$ cat src/hw/dbg_bus_pkg.sv
`default_nettype none

package dbg_bus_pkg;

    // Command sub-codes in bits 33:32 of a command word
    localparam logic [1:0] CMD_SUB_RD      = 2'd0;
    localparam logic [1:0] CMD_SUB_WR      = 2'd1;
    localparam logic [1:0] CMD_SUB_ADDR    = 2'd2;
    // Reserved, dropped by the master
    localparam logic [1:0] CMD_SUB_SPECIAL = 2'd3;

    // Response sub-codes
    localparam logic [1:0] RSP_SUB_DATA    = 2'd0;
    localparam logic [1:0] RSP_SUB_ACK     = 2'd1;
    localparam logic [1:0] RSP_SUB_ADDR    = 2'd2;
    localparam logic [1:0] RSP_SUB_SPECIAL = 2'd3;

    // Special codes, carried in payload bits 31:29
    localparam logic [2:0] RSP_SPC_RESET   = 3'd0;
    localparam logic [2:0] RSP_SPC_BUS_ERR = 3'd1;

    // Region select from word address bits 29:28
    localparam logic [1:0] REGION_REGS = 2'd0;
    localparam logic [1:0] REGION_RAM  = 2'd1;

    // Word RAM geometry
    localparam int RAM_DEPTH = 256;
    localparam int RAM_AW    = 8;

    // Register block contents and offsets
    localparam logic [31:0] REG_ID_VALUE = 32'hD1B0_5001;
    localparam logic [1:0]  REG_ID       = 2'd0;
    localparam logic [1:0]  REG_SCRATCH  = 2'd1;
    localparam logic [1:0]  REG_WR_COUNT = 2'd2;

    // Host link words, 34 bits each
    typedef struct packed {
        logic [1:0]  sub;
        logic [31:0] payload;
    } cmd_word_t;

    typedef struct packed {
        logic [1:0]  sub;
        logic [31:0] payload;
    } rsp_word_t;

    // Bus request, master side
    typedef struct packed {
        logic        cyc;
        logic        stb;
        logic        we;
        logic [29:0] addr;
        logic [31:0] data;
    } wb_req_t;

    // Bus reply, slave side
    typedef struct packed {
        logic        stall;
        logic        ack;
        logic        err;
        logic [31:0] data;
    } wb_rsp_t;

endpackage

`default_nettype wire
$ cat src/hw/wb_addr_decode.sv
`timescale 1ns/1ps
`default_nettype none

module wb_addr_decode import dbg_bus_pkg::*; (
    input  logic    i_clk,
    input  logic    i_reset,
    // Master side
    input  wb_req_t i_m_req,
    output wb_rsp_t o_m_rsp,
    // Register block
    output wb_req_t o_regs_req,
    input  wb_rsp_t i_regs_rsp,
    // Word RAM
    output wb_req_t o_ram_req,
    input  wb_rsp_t i_ram_rsp
);

    logic [1:0] region;
    logic       sel_regs;
    logic       sel_ram;
    logic       unmapped;
    logic       unmap_err_r;

    // Region from the top address bits
    assign region   = i_m_req.addr[29:28];
    assign sel_regs = (region == REGION_REGS);
    assign sel_ram  = (region == REGION_RAM);
    assign unmapped = !sel_regs && !sel_ram;

    // Same request to both, strobe only to the selected slave
    always_comb begin
        o_regs_req     = i_m_req;
        o_regs_req.stb = i_m_req.stb && sel_regs;
        o_ram_req      = i_m_req;
        o_ram_req.stb  = i_m_req.stb && sel_ram;
    end

    // Local error, one cycle after an unmapped strobe
    always_ff @(posedge i_clk) begin
        if (i_reset) begin
            unmap_err_r <= 1'b0;
        end else begin
            unmap_err_r <= i_m_req.cyc && i_m_req.stb && unmapped;
        end
    end

    // Reply from the selected slave only
    always_comb begin
        o_m_rsp.stall = 1'b0;
        o_m_rsp.ack   = 1'b0;
        o_m_rsp.err   = unmap_err_r;
        o_m_rsp.data  = 32'd0;
        if (sel_regs) begin
            o_m_rsp.stall = i_regs_rsp.stall;
            o_m_rsp.ack   = i_regs_rsp.ack;
            o_m_rsp.err   = i_regs_rsp.err;
            o_m_rsp.data  = i_regs_rsp.data;
        end else if (sel_ram) begin
            o_m_rsp.stall = i_ram_rsp.stall;
            o_m_rsp.ack   = i_ram_rsp.ack;
            o_m_rsp.err   = i_ram_rsp.err;
            o_m_rsp.data  = i_ram_rsp.data;
        end
    end

    // Strobe gating keeps the slaves from answering together
    a_single_ack: assert property (@(posedge i_clk) disable iff (i_reset)
        !(i_regs_rsp.ack && i_ram_rsp.ack));

endmodule

`default_nettype wire

$ cat config.mk
export PLATFORM = sky130hd
export DESIGN_NAME = wb_addr_decode
export DESIGN_NICKNAME = d
export VERILOG_FILES = /design/src/hw/dbg_bus_pkg.sv /design/src/hw/wb_addr_decode.sv
export SDC_FILE = /design/constraint.sdc
export NUM_CORES = 1
export LEC_CHECK = 0
export ABC_AREA = 1
export BUFFER_PORTS_ARGS = -buffer_cell sky130_fd_sc_hd__buf_4
export CAP_MARGIN = 20
export CORE_AREA = 2 2 118 120
export DETAILED_ROUTE_END_ITERATION = 16
export DIE_AREA = 0 0 120 122
export GPL_TIMING_DRIVEN = 0
export SLEW_MARGIN = 20
export SYNTH_ARGS = -nofsm -noshare
export SYNTH_HDL_FRONTEND = slang
export SYNTH_SLANG_ARGS = --single-unit
$ cat constraint.sdc
create_clock -name i_clk -period 0.8 [get_ports i_clk]
set_input_delay 0.08 -clock i_clk [delete_from_list [all_inputs] [get_ports i_clk]]
set_output_delay 0.08 -clock i_clk [all_outputs]
set_load 0.005 [all_outputs]
-- Yosys cells after proc, flatten, opt, wreduce, memory -nomap -nowiden
Index checks and enable logic that the tools add are counted.
W data, S select, Z words.
- register bits after elaboration: 1
- output and inout bits: 165
- eq/ne operators: 1
- multiplexer cells: 2
- reductions and logical operators: 8
- operators by type and width (cell ; number):
    $mux W35 ; 2
    $logic_and A1 B1 Y1 ; 5
    $eq A2 B1 Y1 const B ; 1
    $logic_not A1 Y1 ; 2
    $logic_not A2 Y1 ; 1

-- Depth between registers and ports, before layout
- word-level depth: 4
- gate-level depth with buffers: 4
- gate-level depth less buffers: 3

-- Worst setup path after synthesis
OpenSTA, ideal clock, no wires.
- kind: input port to output port
- start: in i_m_req[60] (netlist bit)
- end: out o_regs_req[63] (netlist bit)
- data arrival time: 0.553 ns
- data required time: 0.720 ns
- slack: 0.167 ns
- stages: 3
- path buffers: 2
- cell sequence: buf_6 > buf_12 > nor3_1
- RTL lines (item ; RTL line ; text):
    from (decl) ; wb_addr_decode.sv:8 ; input wb_req_t i_m_req,
    to (decl) ; wb_addr_decode.sv:11 ; output wb_req_t o_regs_req,

==> results_dict.tcl <==
set metrics [dict create \
    outcome "finished with violations" \
    violations "setup timing" \
    fin_crit_ns 0.921 \
    ys_seq_area_share_pct 1.22 \
    synth_area_leaders "buf_4 59%, nand2_1 16%, nand3_1 8.2%, buf_6 6.2%, nand3_2 6.1%" \
    crit_buf_inv 4 \
    maxSlewViolCount 0 \
    finalWirelength_mm 8.22 \
    cpLargestDelayFamily "buffers and inverters" \
    worst_ep_arrival_time_ns 0.84 \
    vias_per_cell 3.45 \
    crit_slowest_cell "buf_12" \
    p_sw_uw 728 \
    critical_path_class "input pin to output port" \
    min_from "i_reset" \
    largest_register "unmap_err_r" \
    tightest_slew_ns 0.129 \
    drt_first_pass_iters 4 \
    grt_pass1_wl_mm 10.5 \
    p_per_area_nw_per_um2 528 \
    p_sw_share_pct 31.8 \
    track_usage_pct 9.06 \
    die_area_um2 14600 \
    initial_core_util_pct 12.1 \
    vias 2361 \
    synth-seq-cells 1 \
    worstPathMaxFanout 5 \
    post_synth.cell_area_avg_um2 6.48 \
    grt_pass1_vias 2077 \
    crit_path_frequent_cell "buf_12" \
    hp-class "input pin to flop" \
    largest_reg_flops 1 \
    dieWidth_um 120 \
    cts_hold_buf 0 \
    comb_power_share_pct 97.7 \
    dr.first_iter.drc_count 31 \
    clk_pin_slew_ns 0 \
    place.gp.congestion 0.707 \
    rsz0062_at_grt "yes" \
    total_power_uw 2290 \
    hold_end "unmap_err_r" \
    seq_power_share_pct 2.3 \
    syn_inst 253 \
    slew-limit-headroom_pct 91.4 \
    nets 644 \
    grt_start_max_net_pins 11 \
    hold_depth 2 \
    portBuffers 240 \
    fin_crit_sh_pct 115 \
    synth.distinct_cells 13 \
    syn_nets 390 \
    setup_slack_ns -0.121 \
    end_kind "output port" \
    cp.required_ns 0.72 \
    crit_chain "buf_8 > nor2_4 > buf_12 > buf_12 > nand2_4 > nand2_2 > buf_6" \
    holdWs_ns 0.244 \
    dpl-instance-area_um2 3670 \
    max_stage_delay_ns 0.16 \
    syn_to_final_growth_pct 165 \
    drive_above_1_share_pct 90.5 \
    std_cell_rows 43 \
    synth_top_area_cell "buf_4" \
    fmax_ghz 1.09 \
    fp.dieH_um 122 \
    core_area_um2 13500 \
    syn_area_um2 1640 \
    p_leak_uw 0.00251 \
    internal-power_uw 1560 \
    ios 302 \
    setup_violations 35 \
    grt_overflow 0 \
    start_kind "input pin" \
    p_clk_share_pct 0 \
    ir_drop_mv 0.162 \
    synth_top_cell_area_share_pct 58.6 \
    n_antenna_cell 0 \
    place_hpwl_mm 6.54 \
    design_area_um2 4340 \
    wire_per_inst_um 12.0 \
    antenna_found_initial 0 \
    postRouteAntennaNets 0 \
    finalHoldViolations 0 \
    yosysWarnings 0 \
    tns_ns -3.40 \
    reg_top3 "unmap_err_r (1)" \
    drcViolationCount 0 \
    cap_viol_max_count 0 \
]
==> Yosys cell counts <==
library cell / n
dfxtp_1: 1
nor2_1: 2
nand3_1: 27
nor3_1: 1
nand2_2: 1
nor2_4: 1
inv_1: 1
inv_4: 1
buf_6: 9
nand3_2: 10
nand2_1: 70
buf_12: 1
buf_4: 128
==> what timing repair did <==
item,CTS,global route
pin swaps,8,16
buffers inserted,6,1
setup endpoints to repair,37,37
gates resized for setup,66,74
endpoints found under the hold margin,0,0
cloned,4,1
==> area by class of cell <==
type | count | area, um^2
Sequential cell | 1 | 20.0
Multi-Input combinational cell | 112 | 815
Timing Repair Buffer | 252 | 2130
Fill cell | 1473 | 9170
Tap cell | 180 | 225
Buffer | 138 | 1140
Inverter | 2 | 12.5
==> worst max-delay path by stage <==
| stage | from | to | cells after the start |
|---|---|---|---|
| after floorplan | i_m_req[60] | o_regs_req[63] | 3 |
| after global placement | i_m_req[61] | o_m_rsp[17] | 6 |
| after detailed placement | i_m_req[61] | o_m_rsp[17] | 6 |
| after CTS | i_m_req[61] | o_m_rsp[17] | 7 |
| after global routing | i_m_req[60] | o_m_rsp[12] | 7 |
| final | i_m_req[60] | o_m_rsp[12] | 7 |
==> power groups by stage <==
stage	clock network [uW]	registers (uW)	logic (uW)
finish	0	52.6	2240
global route	0	52.6	2390
CTS	0	52.6	2100
detailed placement	0	52.6	1870
global placement	0	52.5	1860
floorplan	0	52.5	791
==> routing by layer <==
layer	vias up	part of all wire [%]	global-route usage [%]
met5	-	0	0
met4	0	0	0
met3	0	11	1.83
met2	157	56	18.5
met1	1036	33	10.1
li1	1168	-	-
==> cells by family after synthesis <==
group | count (synthesis) | synth area share, %
buffers and inverters | 140 | 66.6
flip-flops | 1 | 1.22
AND/OR/NAND/NOR | 112 | 32.2
==> stage by stage <==
stage / worst slack (ns) / util, % / instances
global placement: -0.286 / 27.2 / 673
global route: -0.175 / 32.1 / 685
CTS: -0.131 / 29.9 / 683
detailed placement: -0.287 / 27.2 / 673
finish: -0.121 / 32.1 / 685
floorplan: 0.167 / - / 253
==> placed cells by master (no fill, tap or decap), types with 2 or more instances in the layout <==
cell / n
nand3_1: 26
nand2_1: 18
nand2_4: 28
buf_12: 8
nand2_2: 25
buf_8: 6
buf_6: 31
buf_4: 341
nor2_1: 2
buf_16: 3
nand3_2: 11
Power figures use the tool's default switching activity.
