===== config.mk =====
export PLATFORM = sky130hd
export DESIGN_NAME = wb_cmd_master
export DESIGN_NICKNAME = d
export VERILOG_FILES = /design/src/hw/dbg_bus_pkg.sv /design/src/hw/wb_cmd_master.sv
export SDC_FILE = /design/constraint.sdc
export NUM_CORES = 1
export LEC_CHECK = 0
export ABC_CLOCK_PERIOD_IN_PS = 3000
export BUFFER_PORTS_ARGS = -buffer_cell sky130_fd_sc_hd__buf_2
export CAP_MARGIN = 25
export CORE_MARGIN = 4
export CORE_UTILIZATION = 40
export DETAILED_ROUTE_END_ITERATION = 16
export GPL_TIMING_DRIVEN = 0
export PLACE_DENSITY_LB_ADDON = 0.2
export SETUP_SLACK_MARGIN = 0.1
export SLEW_MARGIN = 20
export SYNTH_ARGS = -nofsm -noshare
export SYNTH_HDL_FRONTEND = slang
export SYNTH_SLANG_ARGS = --single-unit

===== constraint.sdc =====
create_clock -name i_clk -period 3 [get_ports i_clk]
set_clock_uncertainty 0.2 [all_clocks]
set_input_delay 0.15 -clock i_clk [delete_from_list [all_inputs] [get_ports i_clk]]
set_output_delay 0.15 -clock i_clk [all_outputs]
set_load 0.03 [all_outputs]

===== src/hw/dbg_bus_pkg.sv =====
`default_nettype none

package dbg_bus_pkg;

    // Command sub-codes in bits 33:32 of a command word
    localparam logic [1:0] CMD_SUB_RD      = 2'd0;
    localparam logic [1:0] CMD_SUB_WR      = 2'd1;
    localparam logic [1:0] CMD_SUB_ADDR    = 2'd2;
    // Reserved, dropped by the master
    localparam logic [1:0] CMD_SUB_SPECIAL = 2'd3;

    // Response sub-codes
    localparam logic [1:0] RSP_SUB_DATA    = 2'd0;
    localparam logic [1:0] RSP_SUB_ACK     = 2'd1;
    localparam logic [1:0] RSP_SUB_ADDR    = 2'd2;
    localparam logic [1:0] RSP_SUB_SPECIAL = 2'd3;

    // Special codes, carried in payload bits 31:29
    localparam logic [2:0] RSP_SPC_RESET   = 3'd0;
    localparam logic [2:0] RSP_SPC_BUS_ERR = 3'd1;

    // Region select from word address bits 29:28
    localparam logic [1:0] REGION_REGS = 2'd0;
    localparam logic [1:0] REGION_RAM  = 2'd1;

    // Word RAM geometry
    localparam int RAM_DEPTH = 256;
    localparam int RAM_AW    = 8;

    // Register block contents and offsets
    localparam logic [31:0] REG_ID_VALUE = 32'hD1B0_5001;
    localparam logic [1:0]  REG_ID       = 2'd0;
    localparam logic [1:0]  REG_SCRATCH  = 2'd1;
    localparam logic [1:0]  REG_WR_COUNT = 2'd2;

    // Host link words, 34 bits each
    typedef struct packed {
        logic [1:0]  sub;
        logic [31:0] payload;
    } cmd_word_t;

    typedef struct packed {
        logic [1:0]  sub;
        logic [31:0] payload;
    } rsp_word_t;

    // Bus request, master side
    typedef struct packed {
        logic        cyc;
        logic        stb;
        logic        we;
        logic [29:0] addr;
        logic [31:0] data;
    } wb_req_t;

    // Bus reply, slave side
    typedef struct packed {
        logic        stall;
        logic        ack;
        logic        err;
        logic [31:0] data;
    } wb_rsp_t;

endpackage

`default_nettype wire

===== src/hw/wb_cmd_master.sv =====
`timescale 1ns/1ps
`default_nettype none

module wb_cmd_master import dbg_bus_pkg::*; (
    input  logic      i_clk,
    input  logic      i_reset,
    // Command channel from the host decoder
    input  logic      i_cmd_stb,
    input  cmd_word_t i_cmd_word,
    output logic      o_cmd_busy,
    // Response channel, no back-pressure
    output logic      o_rsp_stb,
    output rsp_word_t o_rsp_word,
    // Bus master port
    input  wb_rsp_t   i_wb,
    output wb_req_t   o_wb
);

    // Control state
    logic        busy_r;
    logic        rst_pend;
    logic        rsp_stb_r;
    logic        wb_cyc;
    logic        wb_stb;
    logic [29:0] addr_r;
    logic        inc_r;

    // Payload registers
    logic        wb_we;
    logic [31:0] wb_data;
    rsp_word_t   rsp_word_r;

    // Command decode
    logic        cmd_accept;
    logic        cmd_takes;
    logic        cmd_is_bus;
    logic        cmd_is_addr;
    logic        bus_done;

    // No acceptance while the reset word is still owed
    assign cmd_accept  = i_cmd_stb && !busy_r && !rst_pend;
    assign cmd_takes   = cmd_accept && (i_cmd_word.sub != CMD_SUB_SPECIAL);
    assign cmd_is_bus  = cmd_accept &&
                         ((i_cmd_word.sub == CMD_SUB_RD) || (i_cmd_word.sub == CMD_SUB_WR));
    assign cmd_is_addr = cmd_accept && (i_cmd_word.sub == CMD_SUB_ADDR);

    // End of the bus cycle, either way
    assign bus_done = wb_cyc && (i_wb.ack || i_wb.err);

    always_ff @(posedge i_clk) begin
        if (i_reset) begin
            busy_r    <= 1'b0;
            rst_pend  <= 1'b1;
            rsp_stb_r <= 1'b0;
            wb_cyc    <= 1'b0;
            wb_stb    <= 1'b0;
            addr_r    <= '0;
            inc_r     <= 1'b0;
        end else begin
            // Strobe is a single-cycle pulse unless set below
            rsp_stb_r <= 1'b0;
            // Busy ends once the response cycle is over
            if (rsp_stb_r) begin
                busy_r <= 1'b0;
            end
            if (rst_pend) begin
                // Reset word goes out first, busy covers its cycle
                rst_pend  <= 1'b0;
                rsp_stb_r <= 1'b1;
                busy_r    <= 1'b1;
            end else if (cmd_takes) begin
                busy_r <= 1'b1;
            end
            // Set address, echo in the next cycle
            if (cmd_is_addr) begin
                addr_r    <= i_cmd_word.payload[29:0];
                inc_r     <= i_cmd_word.payload[30];
                rsp_stb_r <= 1'b1;
            end
            // Start of a read or write cycle
            if (cmd_is_bus) begin
                wb_cyc <= 1'b1;
                wb_stb <= 1'b1;
            end
            // Hold strobe under stall
            if (wb_stb && !i_wb.stall) begin
                wb_stb <= 1'b0;
            end
            if (bus_done) begin
                wb_cyc    <= 1'b0;
                wb_stb    <= 1'b0;
                rsp_stb_r <= 1'b1;
                // Only a clean ack moves the address on
                if (inc_r && i_wb.ack && !i_wb.err) begin
                    addr_r <= addr_r + 30'd1;
                end
            end
        end
    end

    // Latched write data, direction and the outgoing response word
    always_ff @(posedge i_clk) begin
        if (cmd_is_bus) begin
            wb_we   <= (i_cmd_word.sub == CMD_SUB_WR);
            wb_data <= i_cmd_word.payload;
        end
        if (rst_pend) begin
            rsp_word_r.sub     <= RSP_SUB_SPECIAL;
            rsp_word_r.payload <= {RSP_SPC_RESET, 29'd0};
        end else if (cmd_is_addr) begin
            // Flag in bit 30, address below, bit 31 clear
            rsp_word_r.sub     <= RSP_SUB_ADDR;
            rsp_word_r.payload <= {1'b0, i_cmd_word.payload[30:0]};
        end else if (bus_done) begin
            if (i_wb.err) begin
                rsp_word_r.sub     <= RSP_SUB_SPECIAL;
                rsp_word_r.payload <= {RSP_SPC_BUS_ERR, 29'd0};
            end else if (wb_we) begin
                rsp_word_r.sub     <= RSP_SUB_ACK;
                rsp_word_r.payload <= 32'd0;
            end else begin
                rsp_word_r.sub     <= RSP_SUB_DATA;
                rsp_word_r.payload <= i_wb.data;
            end
        end
    end

    // Full-word access only, no byte selects on this bus
    always_comb begin
        o_wb.cyc  = wb_cyc;
        o_wb.stb  = wb_stb;
        o_wb.we   = wb_we;
        o_wb.addr = addr_r;
        o_wb.data = wb_data;
    end

    assign o_cmd_busy = busy_r;
    assign o_rsp_stb  = rsp_stb_r;
    assign o_rsp_word = rsp_word_r;

    a_stb_in_cyc: assert property (@(posedge i_clk) disable iff (i_reset)
        wb_stb |-> wb_cyc);

    a_rsp_pulse: assert property (@(posedge i_clk) disable iff (i_reset)
        rsp_stb_r |=> !rsp_stb_r);

    // One command in flight
    a_no_accept_in_cyc: assert property (@(posedge i_clk) disable iff (i_reset)
        cmd_accept |-> !wb_cyc);

endmodule

`default_nettype wire


* After elaboration in Yosys (flattened, before gate mapping)
Index checks and enable logic that the tools add are counted.
Storage, ports and cells: word-level logic and storage cells 52, bits of input ports 72, bits in registers 103, output and inout port bits 101
Cells by class: mux-type cells 14, add/subtract/negate cells 1, equality and inequality tests 3, reduce and logical (&&, ||, !) cells 21
Operator list (count):
- $mux 33 | 3
- $mux 30 | 3
- $mux 34 | 1
- $add 30x1->30 const B | 1
- $logic_and 1x1->1 | 9
- $mux 1 | 7
- $logic_not 1->1 | 4
- $reduce_or 2->1 | 2
- $reduce_bool 3->1 | 1
- $reduce_or 3->1 | 1
- $eq 2x1->1 const B | 1
- $eq 2x2->1 const B | 1
- $logic_not 2->1 | 1
- $logic_or 1x1->1 | 2
- $ne 2x2->1 const B | 1
- $reduce_bool 2->1 | 1

* Logic depth before layout (Yosys ltp)
depth after elaboration 7, mapped depth 7

* Least setup slack after synthesis
Ideal clock, no wire load.
path kind register to register, start point register busy_r, in the netlist o_cmd_busy, end point register wb_data[0], enable pin, required time 2375 ps, period minus slack after synthesis 3230 ps, cell stages (with the launch flop) 4, arrival 2605 ps, slack -230 ps, path through dfxtp_1 -> or3b_2 -> clkbuf_1 -> nor2_1
On the way: word-level cells in the longest chain between the ends 4
RTL lines:
- start, declared | line wb_cmd_master.sv:20 | logic busy_r;
- start signal, assigned | line wb_cmd_master.sv:52 | busy_r <= 1'b0;
- start signal, assigned | line wb_cmd_master.sv:64 | busy_r <= 1'b0;
- start signal, assigned | line wb_cmd_master.sv:70 | busy_r <= 1'b1;
- $logic_not 1->1 | line wb_cmd_master.sv:41 | assign cmd_accept = i_cmd_stb && !busy_r && !rst_pend;
- $logic_and 1x1->1 (2 in series) | line wb_cmd_master.sv:41
- $logic_and 1x1->1 | line wb_cmd_master.sv:43 | assign cmd_is_bus = cmd_accept &&
- via cmd_is_bus | line wb_cmd_master.sv:36 | logic cmd_is_bus;
- end signal, assigned | line wb_cmd_master.sv:105 | wb_data <= i_cmd_word.payload;
- end, declared | line wb_cmd_master.sv:30 | logic [31:0] wb_data;
The timed path passes the listed nets, and every way through them passes these cells. A chain may end at the register's enable or synchronous reset.

* Worst setup path after layout
start point register addr_r[0], end point register addr_r[20]
On the way: word-level cells in the longest chain between the ends 3
RTL lines:
- start, declared | line wb_cmd_master.sv:25 | logic [29:0] addr_r;
- start signal, assigned | line wb_cmd_master.sv:76 | addr_r <= i_cmd_word.payload[29:0];
- start signal, assigned | line wb_cmd_master.sv:95 | addr_r <= addr_r + 30'd1;
- $add 30x1->30 | line wb_cmd_master.sv:95
- $mux 30 | line wb_cmd_master.sv:94 | if (inc_r && i_wb.ack && !i_wb.err) begin
- $mux 30 | line wb_cmd_master.sv:89 | if (bus_done) begin
No other way between the ends.

==> metrics.cfg <==
[outcome]
outcome = finished, final reports clean

[worst_hold_path]
hold_depth = 4
worstHoldStart = i_wb[29]
hp-class = input pin to flip-flop
hold_end = o_rsp_word[29]

[cells_and_area]
area_growth_pct = 42.8
final_nets = 857
final_common_cell = buf_2
final_design_area_no_fill_um2 = 6920
mostFrequentLayoutCells = buf_2 (177), dfxtp_1 (70), dlygate4sd3_1 (70), nand2_1 (60), nand3_1 (55)
layoutNonFillerInstCount = 932
drive_gt1_frac = 0.275
nFillCells = 1009
antennaDiodeCount = 0

[logic_synthesis]
synthArstFlopShare = 0
synth-compound-area-share = 0.211
yosysWarnings = 0
synth_ff_type = dfxtp_1
synthesis.nets = 603
synthesis.area_um2 = 4840
synth_top_family_by_area = simple AND/OR/NAND/NOR gates
synth_xor_area_frac = 0.00543
synthAdderAreaFrac = 0.00258
yosys.area_share.simple = 0.234
synth_mux_area_frac = 0.00233
yosysSeqAreaShare = 0.494
avgSynthCellArea_um2 = 9.14
ys_seq_elements = 103
synth_enable_flop_cells = 33
synth_cell_types = 62
synthCells = 530

[power_and_ir_drop]
swShare = 0.247
p_int_uw = 2360
pwr-share-seq = 0.479
p_per_area_nw_per_um2 = 453
leakage_uw = 0.00270
pwr-share-comb = 0.125
p_total_uw = 3130
irDropWorstVdd_mv = 0.358
netSwitchingPower_uw = 772
clockPowerShare = 0.396

[timing]
finalHoldViolCount = 0
timing.final.crit_share = 0.864
grt_setup_unrepaired = no
fin_hold_ws_ns = 0.0864
slew-limit-headroom = 0.479
setup_tns_ns = 0
period_minus_slack_ns = 2.59
worst_slew_pin_slew_ns = 0.775
maxSlewViolCount = 0
setup_viol = 0
max_freq_mhz = 386

[clock_network]
hold_buffers = 70
cts_buffers = 9
cts.sinks = 103
post-cts-setup-buffer-count = 0
h-tree-depth = 3
root_buffer = clkbuf_16
cts_max_path_buffers = 2
clk_pin_slew_worst_paths_ns = 0.07
cts_tree = done
clock_latency_ns = 0.36
post_cts_resized = 0

[die]
io-pin-count = 173
start_util = 0.417
die_x_um = 118
core_area_um2 = 11600
die-area_um2 = 13900
die_y_um = 118
rows = 39

[routing]
vias = 5480
ant_nets = 0
via_per_inst = 5.88
dr.pass1.iters = 6
wirelength_mm = 18.5
drt-initial-drc-count = 533
drc_errors = 0
wl_per_cell_um = 19.8

[placement]
dpl.cell_count = 846
placed_cell_area_um2 = 5910
gp_congestion = 0.918
io_buffers = 172
hpwl_mm = 13.3

[critical_path]
cp.required_ns = 3.08
reg2reg_depth = 7
crit_fanout = 10
criticalPathCategory = flip-flop to flip-flop
cp-end-kind = flip-flop
reg2reg_slack_ns = 0.41
r2r_start = addr_r[0]
arrival_ns = 2.67
start_kind = flip-flop
r2r-end = addr_r[20]

[grt]
grt_pass1_wl_mm = 29.0
gr-usage-all-layers = 0.259
overflow = 0
grt_pass1_vias = 5345
antenna_found_initial = 0
grt_start_max_net_pins = 27

[run]
cap_violations = 0

==> cell type report <==
| cell class | instances | area, um2 | area share |
|---|---|---|---|
| Sequential cell | 103 | 2390 | 0.346 |
| Multi-Input combinational cell | 370 | 2210 | 0.320 |
| Inverter | 9 | 33.8 | 0.00489 |
| Buffer | 48 | 210 | 0.0304 |
| Clock buffer | 11 | 233 | 0.0337 |
| Tap cell | 143 | 179 | 0.0259 |
| Timing Repair Buffer | 243 | 1580 | 0.229 |
| Clock inverter | 5 | 72.6 | 0.0105 |
==> worst max path at each step <==
stage,start,to,depth (start not counted)
finish,addr_r[0],addr_r[20],7
global route,addr_r[0],addr_r[20],7
CTS,addr_r[0],addr_r[20],7
detailed placement,addr_r[0],addr_r[20],7
global placement,rst_pend,wb_data[6],4
floorplan,o_cmd_busy,wb_data[0],3
==> sequential cells by signal, indices dropped and copies added, names as in the netlist <==
register,count
wb_we,1
rst_pend,1
addr_r,30
inc_r,1
o_rsp_word,34
wb_stb,1
wb_cyc,1
o_cmd_busy,1
o_rsp_stb,1
wb_data,32
==> power by group through the flow <==
stage / Clock (uW) / Sequential [uW] / Combinational [uW]
after floorplan: 0 / 1600 / 101
after global placement: 0 / 1530 / 308
after detailed placement: 0 / 1530 / 314
after CTS: 1250 / 1500 / 386
after global routing: 1310 / 1500 / 417
final: 1240 / 1500 / 390
==> synth_stat cells, types with 3 or more instances <==
cell      count  area share
a21oi_1      32       0.033
and3_1        3      0.0039
nor3_1        9      0.0093
or4_1         9       0.014
nor2b_1       3      0.0039
dfxtp_1      70        0.29
a311oi_1     30       0.054
nand2_1      60       0.047
buf_2         5      0.0052
clkbuf_1     35       0.027
nor2_1       40       0.031
and4_1        4      0.0072
edfxtp_1     33        0.20
buf_4         6      0.0093
inv_1         9      0.0070
nor4_1       11       0.014
o31ai_1       6      0.0093
o21ai_0      15       0.016
nand4_1      10       0.013
a31o_2        5      0.0090
a21o_1        7       0.011
o211ai_1      4      0.0062
nand3_1      55       0.057
a31oi_1      13       0.017
a211oi_1      9       0.014
==> worst max-delay path, stage by stage (launching register included) <==
cell      delay (ns)
dfxtp_1         0.43
ha_1            0.18
clkbuf_1        0.28
and3_1          0.27
nand2_1         0.11
clkbuf_1        0.27
or4_1           0.57
a31oi_1         0.19
==> per-stage QoR <==
step	setup slack [ns]	util
after floorplan	0.327	-
after global placement	-0.259	0.507
after detailed placement	0.521	0.509
after CTS	0.490	0.595
after global routing	0.353	0.595
final	0.409	0.595
==> layer usage <==
layer / share of wire / vias to the layer above / track usage
met2: 0.47 / 339 / 0.416
met5: 0 / - / 0
met3: 0.095 / 37 / 0.0788
met4: 0.025 / 0 / 0.0864
li1: - / 2523 / -
met1: 0.41 / 2581 / 0.333
==> cell families (layout without fill, tap and decap cells) <==
group           after synthesis  in the layout
simple gates                221            221
compound gates              144            144
flops                       103            103
buf+inv                      57            316
xor+xnor                      3              3
fa+ha+maj                     1              1
mux                           1              1
Note: power is estimated with default switching activity, not from simulation.
