$ cat src/hw/dbg_bus_pkg.sv
`default_nettype none

package dbg_bus_pkg;

    // Command sub-codes in bits 33:32 of a command word
    localparam logic [1:0] CMD_SUB_RD      = 2'd0;
    localparam logic [1:0] CMD_SUB_WR      = 2'd1;
    localparam logic [1:0] CMD_SUB_ADDR    = 2'd2;
    // Reserved, dropped by the master
    localparam logic [1:0] CMD_SUB_SPECIAL = 2'd3;

    // Response sub-codes
    localparam logic [1:0] RSP_SUB_DATA    = 2'd0;
    localparam logic [1:0] RSP_SUB_ACK     = 2'd1;
    localparam logic [1:0] RSP_SUB_ADDR    = 2'd2;
    localparam logic [1:0] RSP_SUB_SPECIAL = 2'd3;

    // Special codes, carried in payload bits 31:29
    localparam logic [2:0] RSP_SPC_RESET   = 3'd0;
    localparam logic [2:0] RSP_SPC_BUS_ERR = 3'd1;

    // Region select from word address bits 29:28
    localparam logic [1:0] REGION_REGS = 2'd0;
    localparam logic [1:0] REGION_RAM  = 2'd1;

    // Word RAM geometry
    localparam int RAM_DEPTH = 256;
    localparam int RAM_AW    = 8;

    // Register block contents and offsets
    localparam logic [31:0] REG_ID_VALUE = 32'hD1B0_5001;
    localparam logic [1:0]  REG_ID       = 2'd0;
    localparam logic [1:0]  REG_SCRATCH  = 2'd1;
    localparam logic [1:0]  REG_WR_COUNT = 2'd2;

    // Host link words, 34 bits each
    typedef struct packed {
        logic [1:0]  sub;
        logic [31:0] payload;
    } cmd_word_t;

    typedef struct packed {
        logic [1:0]  sub;
        logic [31:0] payload;
    } rsp_word_t;

    // Bus request, master side
    typedef struct packed {
        logic        cyc;
        logic        stb;
        logic        we;
        logic [29:0] addr;
        logic [31:0] data;
    } wb_req_t;

    // Bus reply, slave side
    typedef struct packed {
        logic        stall;
        logic        ack;
        logic        err;
        logic [31:0] data;
    } wb_rsp_t;

endpackage

`default_nettype wire
$ cat src/hw/wb_ctrl_regs.sv
`timescale 1ns/1ps
`default_nettype none

module wb_ctrl_regs import dbg_bus_pkg::*; (
    input  logic    i_clk,
    input  logic    i_reset,
    input  wb_req_t i_req,
    output wb_rsp_t o_rsp
);

    logic        req_hit;
    logic        stall;

    // Decode stage, valid in the second strobe cycle
    logic        dec_valid;
    logic [1:0]  dec_off;
    logic        dec_wr_scratch;
    logic        dec_bad;

    // Reply and register state
    logic        ack_r;
    logic        err_r;
    logic [31:0] rdata_r;
    logic [31:0] scratch_r;
    logic [31:0] wr_count_r;

    assign req_hit = i_req.cyc && i_req.stb;

    // Stall while the offset decode is being registered
    assign stall = req_hit && !dec_valid;

    always_ff @(posedge i_clk) begin
        if (i_reset) begin
            dec_valid  <= 1'b0;
            ack_r      <= 1'b0;
            err_r      <= 1'b0;
            scratch_r  <= 32'd0;
            wr_count_r <= 32'd0;
        end else begin
            ack_r <= 1'b0;
            err_r <= 1'b0;
            if (stall) begin
                dec_valid <= 1'b1;
            end else if (req_hit) begin
                // Transfer taken, answer in the next cycle
                dec_valid <= 1'b0;
                ack_r     <= !dec_bad;
                err_r     <= dec_bad;
                if (dec_wr_scratch) begin
                    scratch_r  <= i_req.data;
                    wr_count_r <= wr_count_r + 32'd1;
                end
            end else begin
                // Strobe withdrawn, drop stale decode
                dec_valid <= 1'b0;
            end
        end
    end

    // Offset decode, first strobe cycle
    always_ff @(posedge i_clk) begin
        if (stall) begin
            dec_off        <= i_req.addr[1:0];
            dec_wr_scratch <= i_req.we && (i_req.addr[1:0] == REG_SCRATCH);
            // Offset 3, or a write to a read-only register
            dec_bad        <= (i_req.addr[1:0] == 2'd3) ||
                              (i_req.we && (i_req.addr[1:0] != REG_SCRATCH));
        end
    end

    // Read mux off the registered offset
    always_ff @(posedge i_clk) begin
        if (req_hit && !stall) begin
            case (dec_off)
                REG_ID:       rdata_r <= REG_ID_VALUE;
                REG_SCRATCH:  rdata_r <= scratch_r;
                REG_WR_COUNT: rdata_r <= wr_count_r;
                default:      rdata_r <= 32'd0;
            endcase
        end
    end

    always_comb begin
        o_rsp.stall = stall;
        o_rsp.ack   = ack_r;
        o_rsp.err   = err_r;
        o_rsp.data  = rdata_r;
    end

    a_ack_err_excl: assert property (@(posedge i_clk) disable iff (i_reset)
        !(o_rsp.ack && o_rsp.err));

endmodule

`default_nettype wire

$ cat config.mk
export PLATFORM = sky130hd
export DESIGN_NAME = wb_ctrl_regs
export DESIGN_NICKNAME = d
export VERILOG_FILES = /design/src/hw/dbg_bus_pkg.sv /design/src/hw/wb_ctrl_regs.sv
export SDC_FILE = /design/constraint.sdc
export NUM_CORES = 1
export LEC_CHECK = 0
export ABC_AREA = 1
export BUFFER_PORTS_ARGS = -buffer_cell sky130_fd_sc_hd__buf_2
export CAP_MARGIN = 30
export CORE_AREA = 3 3 93 95
export DETAILED_ROUTE_END_ITERATION = 10
export DIE_AREA = 0 0 96 98
export PLACE_DENSITY = 0.84
export SLEW_MARGIN = 20
export SYNTH_ARGS = -nofsm -noshare
export SYNTH_HDL_FRONTEND = slang
export SYNTH_SLANG_ARGS = --single-unit
$ cat constraint.sdc
create_clock -name i_clk -period 4.7 [get_ports i_clk]
set_input_delay 0.705 -clock i_clk [delete_from_list [all_inputs] [get_ports i_clk]]
set_output_delay 0.705 -clock i_clk [all_outputs]
set_load 0.1 [all_outputs]
* Word level (Yosys, flattened, before mapping)
Cells that the tools add are included.
Storage, ports and cells: bits in registers 103, input port bits 67, output and inout bits 35, word-level logic and storage cells 31
Operators by class: add/subtract/negate cells 1, equality and inequality tests 5, muxes and demuxes 2, bitwise gates (word level) 2, reduce and logical (&&, ||, !) cells 12
Operators by type and width (count):
- 32-bit one-hot mux with 3 select lines | 1
- 32-bit by 1-bit adder with 32-bit output, second input constant | 1
- 1-bit logical AND | 5
- 2-bit by 1-bit equality test with 1-bit output, second input constant | 2
- 2-bit equality test, second input constant | 2
- 1-bit logical NOT | 3
- 3-bit AND reduction | 1
- 3-bit OR reduction | 1
- 2-bit logical NOT | 1
- 2-bit by 1-bit inequality test with 1-bit output, second input constant | 1
- 1-bit inverter | 2
- 1-bit logical OR | 1
- 1-bit 2-to-1 mux | 1

* Longest topological paths before layout
Gate-level depths: netlist of run 1.
depth after elaboration 4, gate-level depth with buffers 9

* Worst setup path before layout of run 1
OpenSTA, ideal clock, no wires.
kind input-to-output, start in i_req[64] (netlist name), end out o_rsp[34] (netlist name), arrival time 1.346 ns, data required time 3.995 ns, setup slack 2.649 ns, stages 3, cells stage by stage nand2_1 nor2_1 buf_4
Between the ends: cells in the longest elaborated chain, start to end 2
Ends and longest elaborated chain:
- start: declaration | RTL line wb_ctrl_regs.sv:7 | input wb_req_t i_req,
- 1-bit logical AND | RTL line wb_ctrl_regs.sv:27 | assign req_hit = i_req.cyc && i_req.stb;
- 1-bit logical AND | RTL line wb_ctrl_regs.sv:30 | assign stall = req_hit && !dec_valid;
- end: declaration | RTL line wb_ctrl_regs.sv:8 | output wb_rsp_t o_rsp
Every way passes these cells.

==> results of run 1 <==
where the power goes:
group          internal (mW)  switching, mW  total, mW
Sequential             0.926        0.00441      0.930
Combinational         0.0246         0.0627     0.0873
Clock                  0.300          0.291      0.591
cell families after synthesis:
logic type      synth area share [%]
fa+ha+maj                      0.273
buf+inv                         7.32
compound gates                  10.6
xor+xnor                       0.191
flops                           52.9
simple gates                    28.8
flip-flops by register name, summed over array words and instances, names as in the netlist:
register and count:
dec_valid 1, wr_count_r 32, dec_wr_scratch 1, dec_off 2
rdata_r 32, ack_r 1, scratch_r 32, err_r 1
dec_bad 1
placed cells by master (no fill, tap or decap), drive strengths merged:
master and count:
nor2 126, nand2 89, o21ai 81, buf 78, dfxtp 67, inv 54, nand3 54, edfxtp 36
a21oi 13, clkbuf 12, nor3 9, nand4 8, bufinv 2, nor3b 1, and2 1, xor2 1
a211oi 1, ha 1, clkinv 1, clkinvlp 1
stage by stage:
step,power (mW),setup WS (ns)
after floorplan,1.01,2.65
after global placement,1.03,2.33
after detailed placement,1.04,2.32
after CTS,1.61,2.32
after global routing,1.66,2.23
final,1.61,2.31
layer usage:
metal / up-vias / part of all wire [%] / global-route usage (%)
met2: 177 / 48 / 37.0
met1: 1863 / 42 / 32.1
met5: - / 0 / 0
met4: 0 / 2.8 / 10.4
met3: 26 / 7.7 / 3.08
li1: 1976 / - / -
worst max path at each step:
stage | from | slack [ns] | depth (start not counted) | endpoint
after floorplan | i_req[64] | 2.65 | 3 | o_rsp[34]
after global placement | i_req[64] | 2.33 | 4 | o_rsp[34]
after detailed placement | i_req[64] | 2.32 | 4 | o_rsp[34]
after CTS | i_req[64] | 2.32 | 4 | o_rsp[34]
after global routing | i_req[63] | 2.23 | 4 | o_rsp[34]
final | i_req[63] | 2.31 | 4 | o_rsp[34]
layout make-up:
class	count	area, um2
clock inverters	4	72.6
multi-input cells	385	1820
fillers	634	2610
flip-flops and latches	103	2420
clock buffers	12	135
repair buffers	78	410
inverters	54	203
well taps	102	128
==> flow_summary_export.csv, run 1 <==
group,metric,value,unit
run_status,status,"completed",
hold_path,worstHoldStart,"dec_bad$_DFFE_PP_",
timing,tightest_slew,0.652,ns
floorplan,core_area,0.00781,mm2
power_and_ir_drop,peakVddDrop,0.240,mV
clocking,clock_sinks,103,
critical_path,r2r_slack,2.53,ns
yosys,yosysUniqueCellTypes,32,
placed_design,dp_hpwl,7350,um
placed_design,place.gp.congestion,0.934,
hold_path,holdPathStages,1,
clocking,cts.path.max_buffers,2,
route,initialDrtViolationCount,322,
timing,period_share,50.9,%
global_routing,antenna_found_initial,0,
yosys,synth_top_area_share,29.3,%
timing,clock_skew,0.00736,ns
critical_path,worst_setup_path_end_kind,"output pin",
route,viasPerCell,5.48,
yosys,yosysTopAreaCell,"dfxtp_1",
critical_path,critPathSlowestCell,"buf_2",
critical_path,worst_setup_path_start_kind,"primary input",
clocking,cts_tree,"yes",
floorplan,dieArea,0.00941,mm2
critical_path,cp_top_family,"buffers and inverters",
critical_path,critPathArrivalTime,1.69,ns
timing,period_needed,2.39,ns
final_layout,area_growth,13.4,%
critical_path,crit_path_max_incr_delay,0.50,ns
yosys,ys_dominant_reg_cell,"dfxtp_1",
global_routing,grt_max_degree,44,
floorplan,io_pins,102,
timing,hold_viol_final,0,
final_layout,drive_gt1_share,18.4,%
yosys,ys_seq_area_share,52.9,%
clocking,htreeDepth,3,
global_routing,grt_first_pass_wirelength,17300,um
route,vias,4042,
timing,slew_viol_final,0,
yosys,synth_seq_cells,103,
yosys,ys_async_sr_fraction,0,%
clocking,cts_root_buf,"clkbuf_8",
global_routing,grt_pass1_vias,3757,
floorplan,fp-row-count,32,
clocking,cts-resized-gates,0,
yosys,netlist_area,0.00458,mm2
critical_path,crit_required,3.99,ns
timing,holdWs,0.444,ns
global_routing,overflow,0,
clocking,postCtsSetupBuffers,0,
route,drtAntennaViolNets,0,
route,wire_per_inst,14.7,um
timing,max_freq,0.418,GHz
critical_path,worstSetupPathType,"in2out",
timing,rsz0062_at_grt,"no",
floorplan,start_util,58.7,%
floorplan,fp.dieH,98,um
final_layout,final_cells,738,
critical_path,crit_buf_inv,2,
yosys,synth_edf_count,36,
clocking,clock_latency,0.37,ns
final_layout,diodes,0,
critical_path,r2r_cells,4,
route,wirelength,10900,um
hold_path,min_path_type,"reg2reg",
final_layout,fin_nets,699,
route,drc,0,
yosys,synthTopCellsByArea,"dfxtp_1 29%, edfxtp_1 24%, nor2_1 9.3%",
yosys,yosysWarnings,0,
critical_path,path_common_cell,"buf_2",
critical_path,critPathMaxFanout,5,
critical_path,r2r_start,"dec_off[0]$_DFFE_PP_",
global_routing,grt_usage,23.5,%
yosys,postSynthAreaPerCell,8.08,um2
yosys,post-synth-top-count-cell,"nor2_1",
critical_path,r2r_end,"rdata_r[29]$_DFFE_PP_",
clocking,cts_made_buffers,9,
timing,relSlewSlack,56.4,%
placed_design,portBuffers,73,
yosys,syn_nets,635,
timing,setup_viol,0,
timing,final.setup.tns,0,ns
floorplan,die_w,96,um
yosys,synth_cells,567,
power_and_ir_drop,p_leak,2.06,nW
final_layout,final_area,0.00519,mm2
critical_path,cp_cell_sequence,"buf_2 > nand2_1 > nor2_1 > buf_2",
run,max_cap_violations,0,
placed_design,place_inst,721,
route,first_pass_iters,7,
power_and_ir_drop,p_per_area,310,mW/mm2
hold_path,whs_endpoint,"ack_r$_SDFF_PP0_",
final_layout,fin_util,66.5,%
clocking,path_clk_slew,0.09,ns
placed_design,place_area,0.00497,mm2
clocking,hold_buffers,0,
yosys,synthTopCellsByCount,"113 x nor2_1, 83 x nand2_1, 77 x o21ai_0",
No activity file was read; power rests on OpenSTA's default activity.
==> run 2: changes to the inputs <==
--- a/config.mk
+++ b/config.mk
@@ -5,13 +5,13 @@
 export SDC_FILE = /design/constraint.sdc
 export NUM_CORES = 1
 export LEC_CHECK = 0
-export ABC_AREA = 1
+export ABC_AREA = 0
 export BUFFER_PORTS_ARGS = -buffer_cell sky130_fd_sc_hd__buf_2
 export CAP_MARGIN = 30
-export CORE_AREA = 3 3 93 95
+export CORE_AREA = 3 3 94 96
 export DETAILED_ROUTE_END_ITERATION = 10
-export DIE_AREA = 0 0 96 98
-export PLACE_DENSITY = 0.84
+export DIE_AREA = 0 0 97 99
+export PLACE_DENSITY = 0.77
 export SLEW_MARGIN = 20
 export SYNTH_ARGS = -nofsm -noshare
 export SYNTH_HDL_FRONTEND = slang
==> constraint.sdc (replaced) <==
create_clock -name i_clk -period 2.4 [get_ports i_clk]
set_input_delay 0.36 -clock i_clk [delete_from_list [all_inputs] [get_ports i_clk]]
set_output_delay 0.36 -clock i_clk [all_outputs]
set_load 0.1 [all_outputs]
==> run 2 against run 1 <==
Net effect:
- global-route usage shrank 3.8 points
- sequential share of layout area grew 3.1 points
- routed wire length shrank 14%
- critical path type is now reg2reg
- largest power group unchanged
- clock-buffer cell count shrank 1
- synthesized area shrank 7.9%
==> flow_summary_export.csv, run 2 <==
group,metric,value,unit
run_status,status,"completed",
power_and_ir_drop,p_leak,1.62,nW
yosys,synth_edf_count,36,
global_routing,overflow,0,
final_layout,diodes,0,
timing,clock_skew,0.00900,ns
yosys,synth_top_area_share,31.8,%
timing,setup_viol,0,
critical_path,critPathMaxFanout,19,
route,drc,0,
timing,relSlewSlack,40.4,%
timing,period_needed,2.11,ns
critical_path,crit_path_max_incr_delay,0.56,ns
critical_path,r2r_cells,5,
power_and_ir_drop,peakVddDrop,0.276,mV
yosys,synth_cells,429,
clocking,cts-resized-gates,0,
timing,max_freq,0.475,GHz
route,viasPerCell,5.54,
clocking,cts_root_buf,"clkbuf_8",
timing,final.setup.tns,0,ns
global_routing,grt_first_pass_wirelength,15500,um
route,drtAntennaViolNets,0,
clocking,cts_made_buffers,9,
run,max_cap_violations,0,
yosys,yosysUniqueCellTypes,34,
hold_path,min_path_type,"in2reg",
clocking,clock_latency,0.36,ns
critical_path,critPathArrivalTime,2.40,ns
critical_path,path_common_cell,"or4_1",
critical_path,cp_cell_sequence,"nand4_1 > or4_1 > buf_4 > or4_1 > a21oi_1",
critical_path,crit_buf_inv,1,
yosys,ys_seq_area_share,57.4,%
global_routing,grt_pass1_vias,3248,
timing,slew_viol_final,0,
yosys,ys_dominant_reg_cell,"dfxtp_1",
route,vias,3339,
floorplan,fp-row-count,33,
critical_path,r2r_slack,0.29,ns
clocking,path_clk_slew,0.09,ns
hold_path,worstHoldStart,"i_req[32]",
critical_path,r2r_start,"dec_valid$_SDFF_PP0_",
critical_path,startpoint,"dec_valid$_SDFF_PP0_",
global_routing,antenna_found_initial,0,
yosys,postSynthAreaPerCell,9.83,um2
clocking,postCtsSetupBuffers,0,
placed_design,dp_hpwl,6150,um
final_layout,seqCellArea,0.00242,mm2
floorplan,fp.dieH,99,um
clocking,cts.path.max_buffers,2,
critical_path,worstSetupPathType,"reg2reg",
final_layout,layout_common_cells,"76 x nand2_1, 73 x buf_2, 67 x dfxtp_1",
placed_design,place_inst,587,
power_and_ir_drop,p_per_area,633,mW/mm2
floorplan,die_w,97,um
global_routing,grt_usage,19.7,%
final_layout,area_growth,15.5,%
yosys,syn_nets,497,
placed_design,place.gp.congestion,0.835,
route,initialDrtViolationCount,148,
route,wire_per_inst,15.5,um
global_routing,grt_max_degree,42,
clocking,clock_sinks,103,
yosys,synthTopCellsByArea,"dfxtp_1 32%, edfxtp_1 26%, a21oi_1 7.6%",
critical_path,worst_setup_path_end_kind,"register",
floorplan,start_util,51.9,%
yosys,synth_seq_cells,103,
hold_path,holdPathStages,1,
yosys,post-synth-top-count-cell,"nand2_1",
final_layout,multi_input_area,0.00163,mm2
yosys,yosysWarnings,0,
final_layout,final_common_cell,"nand2_1",
power_and_ir_drop,seq_power_share,58.9,%
critical_path,crit_required,2.69,ns
yosys,netlist_area,0.00422,mm2
final_layout,drive_gt1_share,21.1,%
critical_path,r2r_end,"wr_count_r[24]$_SDFFE_PP0P_",
final_layout,fin_nets,561,
power_and_ir_drop,power.share.clock,35.4,%
route,first_pass_iters,4,
clocking,hold_buffers,0,
final_layout,reg_top3,"rdata_r (32), scratch_r (32), wr_count_r (32)",
yosys,synthTopCellsByCount,"76 x nand2_1, 67 x dfxtp_1, 64 x a21oi_1",
final_layout,nFillCells,709,
hold_path,whs_endpoint,"dec_off[0]$_DFFE_PP_",
critical_path,cp_top_family,"simple AND/OR/NAND/NOR gates",
timing,rsz0062_at_grt,"no",
timing,holdWs,0.202,ns
route,wirelength,9320,um
timing,hold_viol_final,0,
floorplan,core_area,0.00813,mm2
clocking,cts_tree,"yes",
floorplan,dieArea,0.00960,mm2
timing,period_share,87.7,%
clocking,htreeDepth,3,
final_layout,final_cells,603,
floorplan,io_pins,102,
placed_design,portBuffers,73,
timing,tightest_slew,0.892,ns
power_and_ir_drop,p_sw,0.712,mW
critical_path,critPathSlowestCell,"or4_1",
power_and_ir_drop,p_sw_share,23.1,%
critical_path,worst_setup_path_start_kind,"register",
yosys,yosysTopAreaCell,"dfxtp_1",
power_and_ir_drop,intPower,2.37,mW
power_and_ir_drop,combPwrFrac,5.6,%
yosys,ys_async_sr_fraction,0,%
run 2: worst max-delay path by stage:
stage                                  end  slack, ns  cells after the start
5_1_grt        wr_count_r[20]$_SDFFE_PP0P_       0.12                      5
6_report       wr_count_r[24]$_SDFFE_PP0P_       0.29                      5
3_3_place_gp   wr_count_r[20]$_SDFFE_PP0P_       0.31                      6
2_1_floorplan  wr_count_r[20]$_SDFFE_PP0P_       0.51                      6
4_1_cts        wr_count_r[24]$_SDFFE_PP0P_       0.29                      5
3_5_place_dp   wr_count_r[24]$_SDFFE_PP0P_       0.23                      6
run 2: routing by layer:
layer	wire, um	GRT usage [%]	share of wire (%)	up-vias
met5	0	0	0	-
met4	162	7.13	1.7	0
met3	612	2.97	6.6	15
met2	4820	35.5	52	94
met1	3730	24.0	40	1559
li1	-	-	-	1671
run 2: area by class of cell:
class | count | share of cell area [%]
Multi-Input combinational cell | 289 | 33.4
Clock inverter | 5 | 1.16
Sequential cell | 103 | 49.7
Timing Repair Buffer | 86 | 9.76
Tap cell | 105 | 2.70
Clock buffer | 11 | 2.90
Inverter | 4 | 0.308
run 2: logic make-up (layout without fill, tap and decap cells):
family / Yosys count / in the layout / share of synthesized area [%]
adders and majority gates: 1 / 1 / 0.297
DFF: 103 / 103 / 57.4
AOI/OAI and AO/OA: 111 / 111 / 15.9
and+or+nand+nor: 168 / 168 / 20.5
xor gates and xnor gates: 8 / 8 / 1.66
buffers and inverters: 37 / 106 / 3.97
muxes: 1 / 1 / 0.267
run 2: worst register-to-register path, cell delays in order (launching register included):
cell and delay (ns):
dfxtp_1 0.40, nand4_1 0.21, or4_1 0.56, buf_4 0.21
or4_1 0.50, a21oi_1 0.16
run 2: power by group through the flow:
| stage | clock (mW) | combinational, mW | sequential [mW] |
|---|---|---|---|
| finish | 1.09 | 0.173 | 1.82 |
| CTS | 1.12 | 0.175 | 1.82 |
| global route | 1.18 | 0.186 | 1.82 |
| detailed placement | 0 | 0.174 | 1.86 |
| global placement | 0 | 0.172 | 1.86 |
| floorplan | 0 | 0.0607 | 1.91 |
run 2: per-stage QoR:
stage / utilization, % / total power, mW / cell area (um2) / setup slack, ns
4_1_cts: 59.9 / 3.11 / 4870 / 0.286
3_3_place_gp: 57.4 / 2.03 / 4670 / 0.312
6_report: 59.9 / 3.08 / 4870 / 0.294
5_1_grt: 59.9 / 3.19 / 4870 / 0.121
3_5_place_dp: 57.4 / 2.03 / 4670 / 0.233
2_1_floorplan: - / 1.97 / 4220 / 0.508
